$ cat src/la_pkg.sv
package la_pkg;

    localparam int xlen = 32;

    typedef logic [xlen-1:0] word_t;
    typedef logic [4:0]      reg_idx_t;

    // 3R format, inst[31:15]
    localparam logic [16:0] op_add_w = 17'h00020;
    localparam logic [16:0] op_sub_w = 17'h00022;
    localparam logic [16:0] op_and   = 17'h00029;
    localparam logic [16:0] op_or    = 17'h0002a;
    localparam logic [16:0] op_xor   = 17'h0002b;

    // 2RI12 format, inst[31:22]
    localparam logic [9:0] op_addi_w = 10'h00a;
    localparam logic [9:0] op_ld_b   = 10'h0a0;
    localparam logic [9:0] op_ld_w   = 10'h0a2;
    localparam logic [9:0] op_st_b   = 10'h0a4;
    localparam logic [9:0] op_st_w   = 10'h0a6;

    // 1RI20 format, inst[31:25]
    localparam logic [6:0] op_lu12i_w = 7'h0a;

    // branch formats, inst[31:26]
    localparam logic [5:0] op_b   = 6'h14;
    localparam logic [5:0] op_beq = 6'h16;
    localparam logic [5:0] op_bne = 6'h17;

    // add is the zero code, so a cleared payload is harmless
    typedef enum logic [2:0] {
        alu_add      = 3'd0,
        alu_sub      = 3'd1,
        alu_and      = 3'd2,
        alu_or       = 3'd3,
        alu_xor      = 3'd4,
        alu_lui_pass = 3'd5
    } alu_op_e;

    typedef struct packed {
        alu_op_e  alu_op;
        word_t    op_a;
        word_t    op_b;
        word_t    store_data;
        reg_idx_t rd;
        logic     we;
        logic     mem_read;
        logic     mem_write;
        logic     mem_byte;
    } id_ex_t;

    typedef struct packed {
        word_t    result;
        word_t    store_data;
        reg_idx_t rd;
        logic     we;
        logic     mem_read;
        logic     mem_write;
        logic     mem_byte;
    } ex_mem_t;

    typedef struct packed {
        word_t    wdata;
        reg_idx_t rd;
        logic     we;
    } mem_wb_t;

endpackage

$ cat src/la_fwd_if.sv
`timescale 1ns/100ps

interface la_fwd_if;
    import la_pkg::*;

    logic     ex_we;
    reg_idx_t ex_rd;
    word_t    ex_data;
    logic     ex_is_load;
    logic     mem_we;
    reg_idx_t mem_rd;
    word_t    mem_data;

    modport producer (
        output ex_we, ex_rd, ex_data, ex_is_load, mem_we, mem_rd, mem_data
    );

    modport consumer (
        input ex_we, ex_rd, ex_data, ex_is_load, mem_we, mem_rd, mem_data
    );

endinterface

$ cat src/la_regfile.sv
`timescale 1ns/100ps

module la_regfile (
    input  logic             clk,
    input  logic             arst_n_i,
    input  logic             we_i,
    input  la_pkg::reg_idx_t waddr_i,
    input  la_pkg::word_t    wdata_i,
    input  la_pkg::reg_idx_t raddr1_i,
    input  la_pkg::reg_idx_t raddr2_i,
    output la_pkg::word_t    rdata1_o,
    output la_pkg::word_t    rdata2_o
);
    import la_pkg::*;

    word_t regs [32];

    // same-cycle write is visible to the reader
    function automatic word_t read_port(reg_idx_t addr);
        if (addr == '0) begin
            return '0;
        end
        if (we_i && waddr_i == addr) begin
            return wdata_i;
        end
        return regs[addr];
    endfunction

    always_ff @(posedge clk or negedge arst_n_i) begin
        if (!arst_n_i) begin
            for (int i = 0; i < 32; i++) begin
                regs[i] <= '0;
            end
        end else if (we_i && waddr_i != '0) begin
            regs[waddr_i] <= wdata_i;
        end
    end

    always_comb begin
        rdata1_o = read_port(raddr1_i);
        rdata2_o = read_port(raddr2_i);
    end

endmodule

$ cat src/la_pipe_reg.sv
`timescale 1ns/100ps

module la_pipe_reg #(
    parameter type payload_t = logic [31:0]
) (
    input  logic     clk,
    input  logic     arst_n_i,
    input  logic     hold_i,
    input  logic     bubble_i,
    input  payload_t d_i,
    output payload_t q_o
);

    // all-zero payload carries no enables
    always_ff @(posedge clk or negedge arst_n_i) begin
        if (!arst_n_i) begin
            q_o <= '0;
        end else if (hold_i) begin
            q_o <= q_o;
        end else if (bubble_i) begin
            q_o <= '0;
        end else begin
            q_o <= d_i;
        end
    end

endmodule

$ cat src/la_fetch.sv
`timescale 1ns/100ps

module la_fetch #(
    parameter la_pkg::word_t reset_pc = '0
) (
    input  logic          clk,
    input  logic          arst_n_i,
    input  logic          stall_i,
    input  logic          branch_taken_i,
    input  la_pkg::word_t branch_target_i,
    input  la_pkg::word_t rom_inst_i,
    output la_pkg::word_t pc_o,
    output logic          inst_en_o,
    output la_pkg::word_t id_pc_o,
    output la_pkg::word_t id_inst_o
);
    import la_pkg::*;

    word_t next_pc;

    // first cycle after reset only raises the enable
    always_comb begin
        if (!inst_en_o || stall_i) begin
            next_pc = pc_o;
        end else if (branch_taken_i) begin
            next_pc = branch_target_i;
        end else begin
            next_pc = pc_o + 32'd4;
        end
    end

    always_ff @(posedge clk or negedge arst_n_i) begin
        if (!arst_n_i) begin
            pc_o      <= reset_pc;
            inst_en_o <= 1'b0;
        end else begin
            pc_o      <= next_pc;
            inst_en_o <= 1'b1;
        end
    end

    // zero word decodes as a nop
    always_ff @(posedge clk or negedge arst_n_i) begin
        if (!arst_n_i) begin
            id_pc_o   <= '0;
            id_inst_o <= '0;
        end else if (!stall_i) begin
            id_pc_o <= pc_o;
            if (branch_taken_i || !inst_en_o) begin
                id_inst_o <= '0;
            end else begin
                id_inst_o <= rom_inst_i;
            end
        end
    end

endmodule

$ cat src/la_decode.sv
`timescale 1ns/100ps

module la_decode (
    input  la_pkg::word_t    id_pc_i,
    input  la_pkg::word_t    id_inst_i,
    input  la_pkg::word_t    rs1_data_i,
    input  la_pkg::word_t    rs2_data_i,
    output la_pkg::reg_idx_t rs1_addr_o,
    output la_pkg::reg_idx_t rs2_addr_o,
    la_fwd_if.consumer       fwd,
    output la_pkg::id_ex_t   payload_o,
    output logic             stall_o,
    output logic             branch_taken_o,
    output la_pkg::word_t    branch_target_o
);
    import la_pkg::*;

    reg_idx_t rd;
    reg_idx_t rj;
    reg_idx_t rk;
    logic     is_3r;
    logic     is_addi;
    logic     is_ld_b;
    logic     is_ld_w;
    logic     is_st_b;
    logic     is_st_w;
    logic     is_lu12i;
    logic     is_beq;
    logic     is_bne;
    logic     is_b;
    logic     use_rs1;
    logic     use_rs2;
    word_t    src1;
    word_t    src2;
    word_t    imm;
    word_t    br_offs;
    alu_op_e  alu_op;

    assign rd = id_inst_i[4:0];
    assign rj = id_inst_i[9:5];
    assign rk = id_inst_i[14:10];

    assign is_3r    = (id_inst_i[31:15] == op_add_w) || (id_inst_i[31:15] == op_sub_w) ||
                      (id_inst_i[31:15] == op_and)   || (id_inst_i[31:15] == op_or)    ||
                      (id_inst_i[31:15] == op_xor);
    assign is_addi  = id_inst_i[31:22] == op_addi_w;
    assign is_ld_b  = id_inst_i[31:22] == op_ld_b;
    assign is_ld_w  = id_inst_i[31:22] == op_ld_w;
    assign is_st_b  = id_inst_i[31:22] == op_st_b;
    assign is_st_w  = id_inst_i[31:22] == op_st_w;
    assign is_lu12i = id_inst_i[31:25] == op_lu12i_w;
    assign is_beq   = id_inst_i[31:26] == op_beq;
    assign is_bne   = id_inst_i[31:26] == op_bne;
    assign is_b     = id_inst_i[31:26] == op_b;

    // stores and branches read rd on the second port
    assign rs1_addr_o = rj;
    assign rs2_addr_o = is_3r ? rk : rd;
    assign use_rs1 = is_3r | is_addi | is_ld_b | is_ld_w | is_st_b | is_st_w | is_beq | is_bne;
    assign use_rs2 = is_3r | is_st_b | is_st_w | is_beq | is_bne;

    always_comb begin
        if (rs1_addr_o == '0) begin
            src1 = '0;
        end else if (fwd.ex_we && fwd.ex_rd == rs1_addr_o) begin
            src1 = fwd.ex_data;
        end else if (fwd.mem_we && fwd.mem_rd == rs1_addr_o) begin
            src1 = fwd.mem_data;
        end else begin
            src1 = rs1_data_i;
        end
    end

    always_comb begin
        if (rs2_addr_o == '0) begin
            src2 = '0;
        end else if (fwd.ex_we && fwd.ex_rd == rs2_addr_o) begin
            src2 = fwd.ex_data;
        end else if (fwd.mem_we && fwd.mem_rd == rs2_addr_o) begin
            src2 = fwd.mem_data;
        end else begin
            src2 = rs2_data_i;
        end
    end

    // load result not ready until memory stage
    assign stall_o = fwd.ex_is_load && (fwd.ex_rd != '0) &&
                     ((use_rs1 && fwd.ex_rd == rs1_addr_o) ||
                      (use_rs2 && fwd.ex_rd == rs2_addr_o));

    always_comb begin
        case (id_inst_i[31:15])
            op_sub_w: alu_op = alu_sub;
            op_and:   alu_op = alu_and;
            op_or:    alu_op = alu_or;
            op_xor:   alu_op = alu_xor;
            default:  alu_op = is_lu12i ? alu_lui_pass : alu_add;
        endcase
    end

    assign imm = is_lu12i ? {id_inst_i[24:5], 12'b0} : {{20{id_inst_i[21]}}, id_inst_i[21:10]};

    always_comb begin
        payload_o.alu_op     = alu_op;
        payload_o.op_a       = src1;
        payload_o.op_b       = is_3r ? src2 : imm;
        payload_o.store_data = src2;
        payload_o.rd         = rd;
        payload_o.we         = is_3r | is_addi | is_lu12i | is_ld_b | is_ld_w;
        payload_o.mem_read   = is_ld_b | is_ld_w;
        payload_o.mem_write  = is_st_b | is_st_w;
        payload_o.mem_byte   = is_ld_b | is_st_b;
    end

    // b uses offs26, split as inst[9:0]:inst[25:10]
    assign br_offs = is_b ? {{4{id_inst_i[9]}}, id_inst_i[9:0], id_inst_i[25:10], 2'b00}
                          : {{14{id_inst_i[25]}}, id_inst_i[25:10], 2'b00};
    assign branch_target_o = id_pc_i + br_offs;
    assign branch_taken_o  = !stall_o &&
                             (is_b || (is_beq && src1 == src2) || (is_bne && src1 != src2));

endmodule

$ cat src/la_execute.sv
`timescale 1ns/100ps

module la_execute (
    input  la_pkg::id_ex_t  payload_i,
    output la_pkg::ex_mem_t payload_o,
    output la_pkg::word_t   result_o
);
    import la_pkg::*;

    word_t result;

    // loads and stores come in as add, giving the address
    always_comb begin
        case (payload_i.alu_op)
            alu_add:      result = payload_i.op_a + payload_i.op_b;
            alu_sub:      result = payload_i.op_a - payload_i.op_b;
            alu_and:      result = payload_i.op_a & payload_i.op_b;
            alu_or:       result = payload_i.op_a | payload_i.op_b;
            alu_xor:      result = payload_i.op_a ^ payload_i.op_b;
            alu_lui_pass: result = payload_i.op_b;
            default:      result = payload_i.op_a + payload_i.op_b;
        endcase
    end

    assign result_o = result;

    always_comb begin
        payload_o.result     = result;
        payload_o.store_data = payload_i.store_data;
        payload_o.rd         = payload_i.rd;
        payload_o.we         = payload_i.we;
        payload_o.mem_read   = payload_i.mem_read;
        payload_o.mem_write  = payload_i.mem_write;
        payload_o.mem_byte   = payload_i.mem_byte;
    end

endmodule

$ cat src/la_mem_access.sv
`timescale 1ns/100ps

module la_mem_access (
    input  la_pkg::ex_mem_t payload_i,
    input  la_pkg::word_t   ram_data_i,
    output la_pkg::word_t   ram_addr_o,
    output la_pkg::word_t   ram_data_o,
    output logic            ram_write_en_o,
    output logic [3:0]      ram_select_o,
    output logic            ram_en_o,
    output la_pkg::mem_wb_t payload_o
);
    import la_pkg::*;

    logic [7:0] lane_byte;
    word_t      load_data;

    assign ram_en_o       = payload_i.mem_read | payload_i.mem_write;
    assign ram_write_en_o = payload_i.mem_write;
    assign ram_addr_o     = payload_i.result;

    // lane 0 is the lowest byte address
    always_comb begin
        if (!ram_en_o) begin
            ram_select_o = 4'b0000;
        end else if (payload_i.mem_byte) begin
            ram_select_o = 4'b0001 << payload_i.result[1:0];
        end else begin
            ram_select_o = 4'b1111;
        end
    end

    assign ram_data_o = payload_i.mem_byte ? {4{payload_i.store_data[7:0]}}
                                           : payload_i.store_data;

    assign lane_byte = ram_data_i[8*payload_i.result[1:0] +: 8];
    assign load_data = payload_i.mem_byte ? {{24{lane_byte[7]}}, lane_byte} : ram_data_i;

    always_comb begin
        payload_o.wdata = payload_i.mem_read ? load_data : payload_i.result;
        payload_o.rd    = payload_i.rd;
        payload_o.we    = payload_i.we;
    end

endmodule

$ cat src/la_cpu.sv
`timescale 1ns/100ps

module la_cpu #(
    parameter la_pkg::word_t reset_pc = '0
) (
    input  logic          clk,
    input  logic          arst_n_i,
    input  la_pkg::word_t rom_inst_i,
    output la_pkg::word_t rom_inst_addr_o,
    output logic          rom_inst_en_o,
    input  la_pkg::word_t ram_data_i,
    output la_pkg::word_t ram_addr_o,
    output la_pkg::word_t ram_data_o,
    output logic          ram_write_en_o,
    output logic [3:0]    ram_select_o,
    output logic          ram_en_o
);
    import la_pkg::*;

    // fetch and decode
    word_t    id_pc;
    word_t    id_inst;
    logic     stall;
    logic     branch_taken;
    word_t    branch_target;

    // decode and regfile
    reg_idx_t rf_raddr1;
    reg_idx_t rf_raddr2;
    word_t    rf_rdata1;
    word_t    rf_rdata2;

    id_ex_t   id_ex_d;
    id_ex_t   id_ex_q;
    ex_mem_t  ex_mem_d;
    ex_mem_t  ex_mem_q;
    mem_wb_t  mem_wb_d;
    mem_wb_t  mem_wb_q;
    word_t    ex_result;

    la_fwd_if fwd ();

    assign fwd.ex_we      = ex_mem_d.we;
    assign fwd.ex_rd      = ex_mem_d.rd;
    assign fwd.ex_data    = ex_result;
    assign fwd.ex_is_load = ex_mem_d.mem_read;
    assign fwd.mem_we     = mem_wb_d.we;
    assign fwd.mem_rd     = mem_wb_d.rd;
    assign fwd.mem_data   = mem_wb_d.wdata;

    la_fetch #(
        .reset_pc(reset_pc)
    ) u_fetch (
        .clk(clk),
        .arst_n_i(arst_n_i),
        .stall_i(stall),
        .branch_taken_i(branch_taken),
        .branch_target_i(branch_target),
        .rom_inst_i(rom_inst_i),
        .pc_o(rom_inst_addr_o),
        .inst_en_o(rom_inst_en_o),
        .id_pc_o(id_pc),
        .id_inst_o(id_inst)
    );

    la_decode u_decode (
        .id_pc_i(id_pc),
        .id_inst_i(id_inst),
        .rs1_data_i(rf_rdata1),
        .rs2_data_i(rf_rdata2),
        .rs1_addr_o(rf_raddr1),
        .rs2_addr_o(rf_raddr2),
        .fwd(fwd.consumer),
        .payload_o(id_ex_d),
        .stall_o(stall),
        .branch_taken_o(branch_taken),
        .branch_target_o(branch_target)
    );

    // written from the mem_wb register
    la_regfile u_regfile (
        .clk(clk),
        .arst_n_i(arst_n_i),
        .we_i(mem_wb_q.we),
        .waddr_i(mem_wb_q.rd),
        .wdata_i(mem_wb_q.wdata),
        .raddr1_i(rf_raddr1),
        .raddr2_i(rf_raddr2),
        .rdata1_o(rf_rdata1),
        .rdata2_o(rf_rdata2)
    );

    // stalled instruction stays in decode, bubble goes on
    la_pipe_reg #(
        .payload_t(id_ex_t)
    ) u_id_ex (
        .clk(clk),
        .arst_n_i(arst_n_i),
        .hold_i(1'b0),
        .bubble_i(stall),
        .d_i(id_ex_d),
        .q_o(id_ex_q)
    );

    la_execute u_execute (
        .payload_i(id_ex_q),
        .payload_o(ex_mem_d),
        .result_o(ex_result)
    );

    la_pipe_reg #(
        .payload_t(ex_mem_t)
    ) u_ex_mem (
        .clk(clk),
        .arst_n_i(arst_n_i),
        .hold_i(1'b0),
        .bubble_i(1'b0),
        .d_i(ex_mem_d),
        .q_o(ex_mem_q)
    );

    la_mem_access u_mem_access (
        .payload_i(ex_mem_q),
        .ram_data_i(ram_data_i),
        .ram_addr_o(ram_addr_o),
        .ram_data_o(ram_data_o),
        .ram_write_en_o(ram_write_en_o),
        .ram_select_o(ram_select_o),
        .ram_en_o(ram_en_o),
        .payload_o(mem_wb_d)
    );

    la_pipe_reg #(
        .payload_t(mem_wb_t)
    ) u_mem_wb (
        .clk(clk),
        .arst_n_i(arst_n_i),
        .hold_i(1'b0),
        .bubble_i(1'b0),
        .d_i(mem_wb_d),
        .q_o(mem_wb_q)
    );

endmodule

$ cat config.mk
export PLATFORM = sky130hd
export DESIGN_NAME = la_cpu
export DESIGN_NICKNAME = d
export VERILOG_FILES = /design/src/la_pkg.sv /design/src/la_fwd_if.sv /design/src/la_regfile.sv /design/src/la_pipe_reg.sv /design/src/la_fetch.sv /design/src/la_decode.sv /design/src/la_execute.sv /design/src/la_mem_access.sv /design/src/la_cpu.sv
export SDC_FILE = /design/constraint.sdc
export NUM_CORES = 2
export LEC_CHECK = 0
export ABC_AREA = 0
export BUFFER_PORTS_ARGS = -buffer_cell sky130_fd_sc_hd__buf_2
export CAP_MARGIN = 20
export CORE_ASPECT_RATIO = 1.1
export CORE_UTILIZATION = 58
export CTS_CLUSTER_SIZE = 8
export DETAILED_ROUTE_END_ITERATION = 10
export PLACE_DENSITY = 0.81
export SLEW_MARGIN = 30
export SYNTH_ARGS = -nofsm -noshare
export SYNTH_HDL_FRONTEND = slang
export SYNTH_HIERARCHICAL = 1
export SYNTH_SLANG_ARGS = --single-unit
export TNS_END_PERCENT = 1
$ cat constraint.sdc
create_clock -name clk -period 7.1 [get_ports clk]
set_input_delay 0.355 -clock clk [delete_from_list [all_inputs] [get_ports clk]]
set_output_delay 0.355 -clock clk [all_outputs]
set_load 0.005 [all_outputs]
---- Word-level counts from Yosys, hierarchy flattened ----
Cells that the tools add are included.
storage, ports and cells
  logic and storage cells ................. 188
  input bits .............................. 66
  output and inout bits ................... 103
  register bits after elaboration ......... 1340
cells by class
  equal/unequal tests ..................... 27
  reduce and logical (&&, ||, !) cells .... 30
  add/sub/neg operators ................... 4
  bitwise gates (word level) .............. 24
  order comparisons ....................... 4
  muxes and demuxes ....................... 42
  shift-type cells ........................ 2
operators by type and width
  kind                     count
  $bwmux W1024             1
  $mux W32                 25
  $bmux W32 S5             2
  $demux W32 S5            1
  $pmux W32 S5             1
  $mux W108                1
  $eq A17 B6 Y1 const B    5
  $add A32 B32 Y32         2
  $eq A10 B8 Y1 const B    4
  $add A32 B3 Y32 const B  1
  $and A32 B32 Y32         1
  $eq A32 B32 Y1           1
  $ne A32 B32 Y1           1
  $or A32 B32 Y32          1
  $shiftx A32 B6 Y8        1
  $sub A32 B32 Y32         1
  $xor A32 B32 Y32         1
  $eq A5 B5 Y1             6
  $eq A6 B5 Y1 const B     3
  $ge A6 B6 Y1 const B     3
  $not A5 Y6               3
  $or A1 B1 Y1             18
  $logic_and A1 B1 Y1      15
  $pmux W3 S4              1
  other kinds (15)         34

---- Logic depth before layout (Yosys ltp) ----
  depth after elaboration ................. 22
  depth in mapped cells ................... 30
  gate-level depth less buffers ........... 27

---- Modules after synthesis ----
The synthesis kept the hierarchy.
by module, submodules not included
  module                  sequential area each (um2)  cells an instance  area an instance (um2)  instances
  la_regfile              25624.6                     3920               55988.7                 1
  la_execute              0.0                         753                5251.3                  1
  la_pipe_reg (u_id_ex)   2702.6                      467                4770.8                  1
  la_decode               0.0                         710                4729.5                  1
  la_fetch                2427.3                      413                4489.3                  1
  la_pipe_reg (u_ex_mem)  1826.8                      315                3075.4                  1
  la_pipe_reg (u_mem_wb)  950.9                       163                1665.3                  1
  la_mem_access           0.0                         248                1382.6                  1
  la_cpu                  0.0                         1                  3.8                     1

---- Least setup slack after synthesis ----
No wires, ideal clock.
  path kind ............................... register to register
  from .................................... reg u_id_ex/q_o[45] in the netlist's numbering
  to ...................................... reg u_fetch.pc_o[23]
  required time ........................... 6.984 ns
  clock period less this slack ............ 6.813 ns
  arrival ................................. 6.697 ns
  slack ................................... 0.287 ns
  stages on the path, launching flop included .. 30
  buffers on the path ..................... 5
  library setup time ...................... 0.116 ns
  cells stage by stage .................... dfrtp_1 > or3_1 > or3b_2 > nand2b_1 > or4_1 > o31ai_2 > xnor2_1 > ha_1 > clkbuf_1 > a21oi_1 > o21ai_0 > a2111oi_0 > a21oi_1 > nor2_1 > o31a_1 > xnor2_1 > o221ai_1 > buf_4 > nor3_1 > a311oi_1 > xor2_1 > nor4_1 > nand4_1 > o41ai_2 > mux2i_1 > clkbuf_1 > clkbuf_1 > clkbuf_1 > a31oi_1 > o311ai_0
RTL lines
  element                   line               RTL
  start: declaration        la_pipe_reg.sv:11  output payload_t q_o
  start signal: assignment  la_pipe_reg.sv:19  q_o <= q_o;
  start signal: assignment  la_pipe_reg.sv:23  q_o <= d_i;
  end signal: assignment    la_fetch.sv:34     pc_o <= reset_pc;
  end signal: assignment    la_fetch.sv:37     pc_o <= next_pc;
  end: declaration          la_fetch.sv:12     output la_pkg::word_t pc_o,

==> results.md <==
* Unrepaired setup endpoints after global routing: yes
* Die width at 359 µm
* Slew headroom at 18.8%
* Worst hold path type: in -> reg
* Reg2Reg Depth at 24
* Post-Syn Area per Cell at 11.6 µm²
* Total grt overflow at 0
* CP Data Required Time at 7.81 ns
* Crit path cell chain: nor4b_2 > and4_1 > buf_4 > nand3_1 > nand2_8 > buf_4 > nand3b_2 > buf_4 > o22ai_1 > a2111oi_2 > nor3_1 > nor3_1 > o21ai_1 > a311oi_1 > xor2_1 > nor4_1 > nand4_1 > o41ai_4 > buf_4 > mux2i_4 > buf_6 > nand3b_1 > mux2_2 > mux2_2
* Most frequent cell after synthesis: dfrtp_1
* XOR/XNOR Fraction of Synth Area at 1.46%
* Critical path's most frequent cell: buf_4
* Vias in the first global route at 63000
* Final Hold Viols at 0
* Largest net degree at the start of global routing at 217
* Core Util, Final at 64.3%
* Critical Path Max Stage Delay at 0.78 ns
* Initial antenna violation count at 9
* Clk buf depth at 3
* Final worst path period share at 100%
* Flop2flop setup slack at -0.03 ns
* Critical Path Sink Type: flop
* CP top delay family: simple AND/OR/NAND/NOR gates
* Setup Skew at 0.0530 ns
* DR WL/cell at 31.5 µm
* CTS sink count at 1340
* Initial DRC count at 8058
* Power Total at 19.7 mW
* CTS Buf Count at 186
* Placer Congestion at 1.04
* RR Startpoint: u_fetch/id_inst_o[30]
* VDD IR max at 0.282 mV
* Compound-Gate Fraction of Synth Area at 10.2%
* Die Y at 395 µm
* Ys flop type: dfrtp_1
* First-pass GRT wire length at 412000 µm
* DIE AREA at 142000 µm²
* Synth async-reset ratio at 100%
* Unique masters post-synth at 105
* Minimum clock period at 7.13 ns
* Worst setup SP type: flop
* Leak at 40.0 nW
* Worst reg2reg path endpoint: u_fetch/pc_o[29]
* Area of the core at 139000 µm²
* Seq/Total Area, Yosys at 41.2%
* DP Wirelength at 182000 µm
* Status: complete, but fails checks
* Layout cell share with drive strength beyond 1 at 35.7%
* Max Cap Viol at 0
* Worst-path clk slew at 0.05 ns
* Clk_lat worst skew at 0.86 ns
* Top cell type's share of synthesized area at 41.2%
* Hold path depth at 5
* Layout filler cell count at 10100
* #FFs+latches synth at 1340
* Core Rows at 143
* Vias at 63300
* Max Clk Rate at 140 MHz
* Synth top area cells: dfrtp_1 41%, mux2_2 16%, mux4_2 10%
* Yosys warning count at 6
* Final setup fails at 14
* Setup TNS at -0.194 ns
* Failing checks: design-rule violations, negative setup slack
* CTS tree: yes
* Worst setup startpoint: u_fetch/id_inst_o[30]
* Hold Path Origin: ram_data_i[5]
* Pwr/cell area at 221 nW/µm²
* Post-synth top area cell: dfrtp_1
* Commonest cells post-synth: 1340 x dfrtp_1, 1144 x mux2_2, 479 x nand2_1
* First-pass detailed-route iteration total at 11
* Mux share of post-synthesis cell area at 30.0%
* Syn Inst Count at 6990
* CTS Root Cell: clkbuf_16
* Simple-Gate Fraction of Synth Area at 8.92%
* Post-synth EDFFs at 0
* I/O Pins at 169
* Fin nets at 7181
* Arrival time at the worst endpoint at 7.84 ns
* GRT Total Usage at 38.8%
* Crit path buffers/inverters at 5
* Worst hold endpoint: u_mem_wb/q_o[11]
* Worst-margin pin slew at 1.21 ns
* Vias per cell at 7.17
* H-tree levels at 4
* Adder-Cell Fraction of Synth Area at 1.99%
* Routed Antenna Nets at 0
* Slowest stage cell on the critical path: nor3_1
* Post-route DRC at 2
* Final worst slack at -0.0321 ns
* Area growth syn-to-layout at 9.67%
* Main combinational cell family by area after synthesis: multiplexers
* Buffers on Ports at 168
* DP Worst Slack at -0.386 ns
* Synthesized cell area at 81400 µm²
* Final Max Slew Viols at 0
* Crit Path Max Fanout at 12
* WS Path Type: reg -> reg
* Starting Density at 58.7%
* DRT Wirelength at 278000 µm
-- power breakdown --
group          switching (mW)  internal (mW)  total (mW)
clock network            3.38           4.67        8.05
logic                    2.10           1.21        3.31
registers               0.502           7.87        8.37
total                    5.98           13.8        19.7
-- flip-flops by register name (all words and copies together) (netlist names) --
name and cells:
u_regfile/regs 1024, u_id_ex/q_o 108, u_ex_mem/q_o 73, u_mem_wb/q_o 38, u_fetch/id_inst_o 32, u_fetch/id_pc_o 32
u_fetch/pc_o 32, u_fetch/inst_en_o 1
-- worst reg2reg max path: stages, from the launching register on --
cell       delay, ns
dfrtp_1         0.45
nor4b_2         0.44
and4_1          0.32
buf_4           0.17
nand3_1         0.25
nand2_8         0.30
buf_4           0.27
nand3b_2        0.57
buf_4           0.44
o22ai_1         0.16
a2111oi_2       0.07
nor3_1          0.78
nor3_1          0.19
o21ai_1         0.16
a311oi_1        0.15
xor2_1          0.21
nor4_1          0.19
nand4_1         0.18
o41ai_4         0.34
buf_4           0.20
mux2i_4         0.29
buf_6           0.18
nand3b_1        0.16
mux2_2          0.30
mux2_2          0.25
-- metrics by stage --
step                      hold WS, ns  instance area (µm²)  instances
after floorplan                0.0594                81400       6999
after detailed placement        0.383                83300       8558
after global routing            0.162                89200       8828
after global placement          0.376                83300       8558
final                           0.134                89200       8832
after CTS                       0.121                88800       8809
-- logic make-up (layout without fill, tap and decap cells) --
family | after synthesis | after routing
multiplexers | 1837 | 1837
other | 2 | 15
flip-flops | 1340 | 1340
AND/OR/NAND/NOR | 1403 | 1403
buffers and inverters | 917 | 934
XOR/XNOR | 136 | 136
adder cells (fa/ha/maj) | 128 | 128
AO/OA/AOI/OAI | 1227 | 1227
-- layer usage --
metal	wire length [µm]	vias to the layer above	track usage (%)
met5	41	-	0.0676
met4	23500	6	27.5
met3	32400	1311	11.8
met2	122000	4443	57.9
met1	99500	31900	48.3
li1	-	25700	-
-- area by class of cell --
type	instances	area, µm²	share of cell area (%)
multi-input combinational	4742	43400	48.7
sequential	1340	33600	37.6
clock buffer	203	4740	5.31
timing repair buffer	575	4380	4.91
tap	1812	2270	2.54
inverter	142	538	0.603
clock inverter	14	279	0.313
antenna	4	10.0	0.0112
-- placed cells by master (no fill, tap or decap), types with 88 or more instances in the layout --
master     Yosys  routed
nand2b_1     237     235
o21ai_0      257     253
buf_4        174     342
mux4_2       366     366
nand2_1      479     460
mux2i_1      326     325
buf_2        158     167
nor3_1       139     136
o22ai_1      121     120
a21oi_1      148     145
clkbuf_16      0     186
ha_1         126     124
xnor2_1       88      88
dfrtp_1     1340    1307
mux2_2      1144    1142
nor2_1       215     194
o21ai_1      137     140
inv_1        135     134
-- worst max path at each step --
stage                                  endpoint  slack, ns  depth (start not counted)
after detailed placement  u_fetch/id_inst_o[20]      -0.39                         27
after global placement    u_fetch/id_inst_o[22]      -0.30                         26
after global routing           u_fetch/pc_o[29]      -0.17                         26
final                          u_fetch/pc_o[29]      -0.03                         24
after CTS                      u_fetch/pc_o[29]      0.009                         27
after floorplan                u_fetch/pc_o[23]       0.29                         29
-- repair_timing --
| action | 4_1_cts | 5_1_grt |
|---|---|---|
| setup endpoints to repair | 64 | 64 |
| hold endpoints to repair | 166 | 26 |
| resized for setup | 19 | 37 |
| hold buffers | 33 | 1 |
| gates cloned | 0 | 0 |
| setup buffers | 1 | 15 |
| pin swaps | 3 | 18 |
No activity file was read; power rests on OpenSTA's default activity.
